--- config.mk ---
export PLATFORM = sky130hd
export DESIGN_NAME = arf_top
export DESIGN_NICKNAME = d
export VERILOG_FILES = /design/src/verilog/arf_pkg.sv /design/src/verilog/arf_wr_if.sv /design/src/verilog/arf_obs_flops.sv /design/src/verilog/arf_storage.sv /design/src/verilog/arf_top.sv
export SDC_FILE = /design/constraint.sdc
export NUM_CORES = 1
export LEC_CHECK = 0
export ABC_AREA = 1
export BUFFER_PORTS_ARGS = -buffer_cell sky130_fd_sc_hd__buf_2
export CAP_MARGIN = 20
export CORE_UTILIZATION = 60
export DETAILED_ROUTE_END_ITERATION = 10
export PLACE_DENSITY = 0.78
export SLEW_MARGIN = 25
export SYNTH_ARGS = -nofsm -noshare
export SYNTH_HDL_FRONTEND = slang
export SYNTH_HIERARCHICAL = 1
export SYNTH_SLANG_ARGS = --single-unit
--- constraint.sdc ---
create_clock -name clock_b -period 1.9 [get_ports clock_b]
set_input_delay 0.095 -clock clock_b [delete_from_list [all_inputs] [get_ports clock_b]]
set_output_delay 0.095 -clock clock_b [all_outputs]
set_load 0.02 [all_outputs]
--- src/verilog/arf_pkg.sv ---
//--------------------
// array geometry and observation sizes shared by the register file RTL
// import with a wildcard inside each module body that needs these
//--------------------
`default_nettype none

package arf_pkg;

  // --------------------
  // array geometry
  // --------------------

  // number of entries in the register file
  localparam int arf_depth = 16;

  // address width, enough to reach every entry
  localparam int arf_addr_w = $clog2(arf_depth);

  // width of one data word
  localparam int arf_data_w = 32;

  // one byte lane is eight bits wide
  localparam int arf_byte_w = 8;

  // one write enable per byte lane
  localparam int arf_be_w = arf_data_w / arf_byte_w;

  // --------------------
  // scan observation
  // --------------------

  // observed pins are write address, write enable, byte enables,
  // read address and read enable, packed from bit 0 in that order
  localparam int arf_obs_pin_num = arf_addr_w + 1 + arf_be_w + arf_addr_w + 1;

  // each observation flop folds this many pin bits through one XOR
  localparam int arf_obs_xor_size = 3;

  // group count rounded up, the last group takes what is left over
  localparam int arf_obs_flop_num =
    (arf_obs_pin_num + arf_obs_xor_size - 1) / arf_obs_xor_size;

endpackage

`default_nettype wire

--- src/verilog/arf_wr_if.sv ---
//--------------------
// write port bundle between the top level, the storage array and the observation tap
//--------------------
`timescale 1ns/10ps
`default_nettype none

interface arf_wr_if;

  import arf_pkg::*;

  // write strobe, taken in the cycle it is presented
  logic                  wr_en;
  logic [arf_addr_w-1:0] wr_addr;
  // one enable bit per byte lane of wr_data
  logic [arf_be_w-1:0]   wr_be;
  logic [arf_data_w-1:0] wr_data;

  // driver side, filled from the top level pins
  modport src
  (
    output wr_en, wr_addr, wr_be, wr_data
  );

  // storage side, also feeds the scan write-through path
  modport sink
  (
    input wr_en, wr_addr, wr_be, wr_data
  );

  // observation side only needs address and control, never the payload
  modport mon
  (
    input wr_en, wr_addr, wr_be
  );

endinterface

`default_nettype wire

--- src/verilog/arf_obs_flops.sv ---
//--------------------
// XOR-folding observation flops that make memory address and control pins visible to scan
//--------------------
`timescale 1ns/10ps
`default_nettype none

module arf_obs_flops
#(
  parameter int OBS_PIN_NUM  = 3,
  parameter int OBS_XOR_SIZE = 3
)
(
  input  logic                                                    clock_b,
  input  logic [OBS_PIN_NUM-1:0]                                  obs_in,
  output logic [(OBS_PIN_NUM + OBS_XOR_SIZE - 1) / OBS_XOR_SIZE - 1:0] obs_out
);

  // one folded bit per observation flop
  logic [$bits(obs_out)-1:0] fold;

  // pin i lands in group i / OBS_XOR_SIZE, so groups start at bit 0
  // and the last group simply collects the leftover bits
  always_comb
  begin
    fold = '0;
    for (int i = 0; i < OBS_PIN_NUM; i++)
    begin
      fold[i / OBS_XOR_SIZE] ^= obs_in[i];
    end
  end

  // --------------------
  // capture stage
  // --------------------

  // obs_out shows the folded pins of the previous cycle
  always_ff @(posedge clock_b)
  begin
    obs_out <= fold;
  end

endmodule

`default_nettype wire

--- src/verilog/arf_storage.sv ---
//--------------------
// 16x32 register file with byte-masked write, registered read and scan write-through
//--------------------
`timescale 1ns/10ps
`default_nettype none

module arf_storage
(
  input  logic                             clock_b,
  input  logic                             rst_n,
  input  logic                             scan_mode,
  arf_wr_if.sink                           wr,
  input  logic                             rd_en,
  input  logic [arf_pkg::arf_addr_w-1:0]   rd_addr,
  output logic [arf_pkg::arf_data_w-1:0]   rd_data
);

  import arf_pkg::*;

  // the entry array itself, one word per address
  logic [arf_data_w-1:0] mem [arf_depth];

  // qualified write strobe, scan mode keeps the array contents frozen
  logic wr_fire;

  // value the read register loads when a read is taken
  logic [arf_data_w-1:0] rd_next;

  // --------------------
  // write path
  // --------------------

  assign wr_fire = wr.wr_en & ~scan_mode;

  // each lane is written only when its byte enable is set,
  // lanes with a clear enable keep their old contents
  always_ff @(posedge clock_b)
  begin
    if (wr_fire)
    begin
      for (int b = 0; b < arf_be_w; b++)
      begin
        if (wr.wr_be[b])
        begin
          mem[wr.wr_addr][b*arf_byte_w +: arf_byte_w] <=
            wr.wr_data[b*arf_byte_w +: arf_byte_w];
        end
      end
    end
  end

  // --------------------
  // read path
  // --------------------

  // in scan mode the array is bypassed and the write data goes straight
  // to the read register, independent of either address
  // outside scan mode the array is read before this edge's write lands,
  // so a read and write to one address in one cycle returns old data
  assign rd_next = scan_mode ? wr.wr_data : mem[rd_addr];

  // rd_data only changes on a taken read and holds otherwise
  always_ff @(posedge clock_b)
  begin
    if (!rst_n)
    begin
      rd_data <= '0;
    end
    else if (rd_en)
    begin
      rd_data <= rd_next;
    end
  end

endmodule

`default_nettype wire

--- src/verilog/arf_top.sv ---
//--------------------
// register file top level with plain pins, wires the write bundle, storage and scan observation
//--------------------
`timescale 1ns/10ps
`default_nettype none

module arf_top
(
  input  logic                                 clock_b,
  input  logic                                 rst_n,
  input  logic                                 scan_mode,
  // write port
  input  logic                                 wr_en,
  input  logic [arf_pkg::arf_addr_w-1:0]       wr_addr,
  input  logic [arf_pkg::arf_be_w-1:0]         wr_be,
  input  logic [arf_pkg::arf_data_w-1:0]       wr_data,
  // read port
  input  logic                                 rd_en,
  input  logic [arf_pkg::arf_addr_w-1:0]       rd_addr,
  output logic [arf_pkg::arf_data_w-1:0]       rd_data,
  // folded address and control pins for scan
  output logic [arf_pkg::arf_obs_flop_num-1:0] obs_out
);

  import arf_pkg::*;

  // address and control pins, wr_addr at bit 0 and rd_en at the top
  logic [arf_obs_pin_num-1:0] obs_word;

  // --------------------
  // write bundle
  // --------------------

  arf_wr_if wr_if_i ();

  // source side of the bundle is just the top level pins
  assign wr_if_i.wr_en   = wr_en;
  assign wr_if_i.wr_addr = wr_addr;
  assign wr_if_i.wr_be   = wr_be;
  assign wr_if_i.wr_data = wr_data;

  // --------------------
  // storage
  // --------------------

  arf_storage storage_i
  (
    .clock_b   (clock_b),
    .rst_n     (rst_n),
    .scan_mode (scan_mode),
    .wr        (wr_if_i.sink),
    .rd_en     (rd_en),
    .rd_addr   (rd_addr),
    .rd_data   (rd_data)
  );

  // --------------------
  // scan observation
  // --------------------

  // monitored write controls are taken from the bundle, read controls
  // from the pins, concatenated MSB first so wr_addr ends up at bit 0
  assign obs_word = {rd_en, rd_addr, wr_if_i.wr_be, wr_if_i.wr_en, wr_if_i.wr_addr};

  arf_obs_flops
  #(
    .OBS_PIN_NUM  (arf_obs_pin_num),
    .OBS_XOR_SIZE (arf_obs_xor_size)
  )
  obs_i
  (
    .clock_b (clock_b),
    .obs_in  (obs_word),
    .obs_out (obs_out)
  );

endmodule

`default_nettype wire

==> parameters.txt <==
Parameter                              Value

Clock tree
  CTS root buf    clkbuf_16
  Number of levels the H-tree was split into    2
  Clock buffer count from CTS    52
  CTS resizes    0
  Number of sinks on the clock net    549
  CTS tree    done
  Clock Tree Buf Depth    3
  Worst-path clk slew    0.06 ns
  Skew-Pair Late Insertion Delay    0.59 ns

STA
  Post-layout min period    1.618 ns
  Relative slew slack    66.45%
  Least setup slack across all paths after layout    0.2823 ns
  Highest attainable clock frequency    618.2 MHz
  Worst Hold Slack    0.02892 ns
  Count of final max-slew check failures    0
  Transition time at the pin with the least slew margin    0.5033 ns
  Number of setup violations in the final report    0
  Final cycle utilization of the critical path    85.14%
  Clock skew after layout    0.01769 ns
  RSZ-0062 raised after global routing    no
  Sum of negative setup slack    0 ns
  Final Hold Viols    0

Power and ir drop
  Overall power of the completed layout    25640 uW
  Largest voltage drop on the vdd net    725.2 uV
  Leakage power figure    0.01011 uW
  Power per cell area    981.7 mW/mm2

Logic synthesis
  Distinct cells, synth    17
  Syn_area_per_cell    10.85 um2
  Fraction of the yosys area taken by sequential cells    70.84%
  Number of register bits inferred by synthesis    549
  Gate count after technology mapping    2096
  Mapped cell area    0.02275 mm2
  Count of warnings emitted by yosys    6
  Syn Nets    2145

Placement
  Final HPWL from detailed placement    32200 um
  Port bufs    85
  Post-placement worst setup slack    0.2784 ns
  Area after DPL    0.02398 mm2
  Final weighted congestion in routability-driven placement    0.8061

Global routing
  Wire length of the first global-routing pass    85780 um
  GRT Util Overall    29.42%
  Final global-route overflow total    0
  Largest net degree at the start of global routing    99
  Via count of the first global-routing pass    15700
  Number of antenna violations at the first check in global routing    3

Run
  Max_cap viols    0

Worst setup path
  Data arrival, critical path    1.90 ns
  Logic depth of the worst register-to-register path    8
  Worst reg2reg path startpoint    storage_i/mem[3][6]
  Worst Setup SP    wr_addr[2]
  Critical setup path kind    primary input to flip-flop
  Minimum setup slack among reg-to-reg paths    0.66 ns
  Maximum fanout along the worst path    8
  Max stage delay cell, worst path    dlygate4sd3_1
  Startpoint type of the worst setup path    primary input
  Cell Chain, Critical Path    dlygate4sd3_1 -> buf_2 -> inv_1 -> nor2_1 -> nand2_1 -> nor2_1 -> buf_4
  Destination of the critical timing path    storage_i/mem[4][18]
  WP data required    2.18 ns
  Critical Path Max Stage Delay    0.57 ns
  Worst setup EP type    flip-flop
  Cell mode on critical path    nor2_1
  Reg-to-reg endpoint    storage_i/rd_data[6]

Die
  Die span in y    196.7 um
  Horizontal extent of the die    196.7 um
  Initial core utilization    61.55%
  Area of the core    0.03696 mm2
  Number of placement rows    70
  Number of ports placed on the die boundary    86
  Full die area    0.03870 mm2

Drt
  DRC violation total after the first TritonRoute iteration    1636
  DRT Wirelength    55680 um
  Total via count after detailed routing    16170
  Drc violations    0
  Post-detailed-route count of antenna-violating nets    0
  Post-DR wirelength/cell    19.91 um
  Drt first pass iters    6
  Per-cell via count in the routed design    5.780

Cells and area
  Multi-input logic area    0.005739 mm2
  Fillcell total    2524
  Share of post-route cells with drive strength above 1    11.65%
  FF/Latch Area    0.01612 mm2
  Final instance area    0.02612 mm2
  Area growth from synthesis to layout    14.81%
  Final #Nets    2298

Hold path
  Hold WC Path Type    primary input to flip-flop

Outcome
  Result of the run    finished, final reports clean
## how the worst min path moves through the flow
stage	startpoint	endpoint	slack [ns]	cells after the start
2_1_floorplan	rd_addr[3]	obs_i/obs_out[4]	0.19	1
3_3_place_gp	rd_en	obs_i/obs_out[4]	0.31	2
3_5_place_dp	rd_en	obs_i/obs_out[4]	0.32	2
4_1_cts	wr_addr[3]	obs_i/obs_out[1]	0.002	5
5_1_grt	wr_addr[3]	obs_i/obs_out[1]	0.07	5
6_report	wr_addr[3]	obs_i/obs_out[1]	0.03	5
## sequential cells by signal, summed over array words and instances (netlist names)
name               flops
storage_i/rd_data     32
obs_i/obs_out          5
storage_i/mem        512
## layout make-up
type / count / share of cell area (%)
Inverter: 25 / 0.3881
Antenna cell: 2 / 0.01916
Tap cell: 504 / 2.415
Clock inverter: 19 / 0.7474
Clock buffer: 77 / 5.893
Sequential cell: 549 / 61.71
Timing Repair Buffer: 224 / 6.856
Multi-Input combinational cell: 1397 / 21.98
## critical path, delay by kind of cell
family / cells / cell delay (ns)
and+or+nand+nor: 3 / 0.76
buffers and inverters: 4 / 1.04
## power by group
part           switching (uW)  total [uW]  leakage [uW]  internal (uW)
combinational            1280        1840       0.00435            561
sequential               53.3       13400       0.00491          13300
clock                    4270       10400      0.000850           6140
## kinds of logic (layout without fill, tap and decap cells)
logic type      Yosys count  in the layout  share of synthesized area, %
xor+xnor                  1              1                       0.03851
flops                   549            549                         70.84
compound gates           32             32                        0.7040
buf+inv                 150            345                         3.927
other cells               0              2                             0
simple gates           1364           1364                         24.49
## through the flow
step	instances	utilization [%]
2_1_floorplan	2096	-
3_3_place_gp	2659	64.87
3_5_place_dp	2659	64.87
4_1_cts	2795	70.65
5_1_grt	2796	70.65
6_report	2797	70.66
## cells in the mapped netlist (all sizes together)
| cell | n | area share, % |
|---|---|---|
| a21oi | 32 | 0.70 |
| buf | 89 | 2.9 |
| clkbuf | 36 | 0.59 |
| clkinv | 1 | 0.039 |
| dfxtp | 37 | 3.3 |
| edfxtp | 512 | 68 |
| inv | 24 | 0.40 |
| nand2 | 870 | 14 |
| nand3 | 360 | 7.9 |
| nor2 | 134 | 2.2 |
| xor2 | 1 | 0.039 |
## timing repair
action | in CTS | in global routing
hold endpoints to repair | 516 | 0
setup endpoints to repair | 0 | 0
setup buffers | 0 | 0
hold buffers | 40 | 0
## per-layer routing
| metal | up-vias | routed length (um) | global-route usage (%) |
|---|---|---|---|
| met5 | - | 13 | 0 |
| met1 | 7695 | 21070 | 39.37 |
| met2 | 902 | 27060 | 47.75 |
| met3 | 142 | 5805 | 5.784 |
| li1 | 7426 | - | - |
| met4 | 2 | 1729 | 11.94 |
## layout by cell type (no fill, tap or decap)
cell | Yosys | final
nand2_1 | 870 | 870
edfxtp_1 | 512 | 512
nand3_1 | 360 | 360
nor2_1 | 134 | 134
buf_2 | 19 | 83
buf_4 | 29 | 83
clkbuf_16 | 0 | 55
dlygate4sd3_1 | 0 | 40
dfxtp_1 | 37 | 37
a21oi_1 | 32 | 32
inv_1 | 22 | 20
buf_12 | 1 | 17
clkbuf_1 | 36 | 14
clkinv_2 | 0 | 9
clkbuf_8 | 0 | 8
bufinv_16 | 0 | 4
clkinv_1 | 0 | 4
inv_2 | 2 | 3
diode_2 | 0 | 2
clkinvlp_4 | 0 | 2
buf_6 | 22 | 1
xor2_1 | 1 | 1
clkinv_4 | 1 | 1
inv_4 | 0 | 1
No activity file was read; power rests on OpenSTA's default activity.
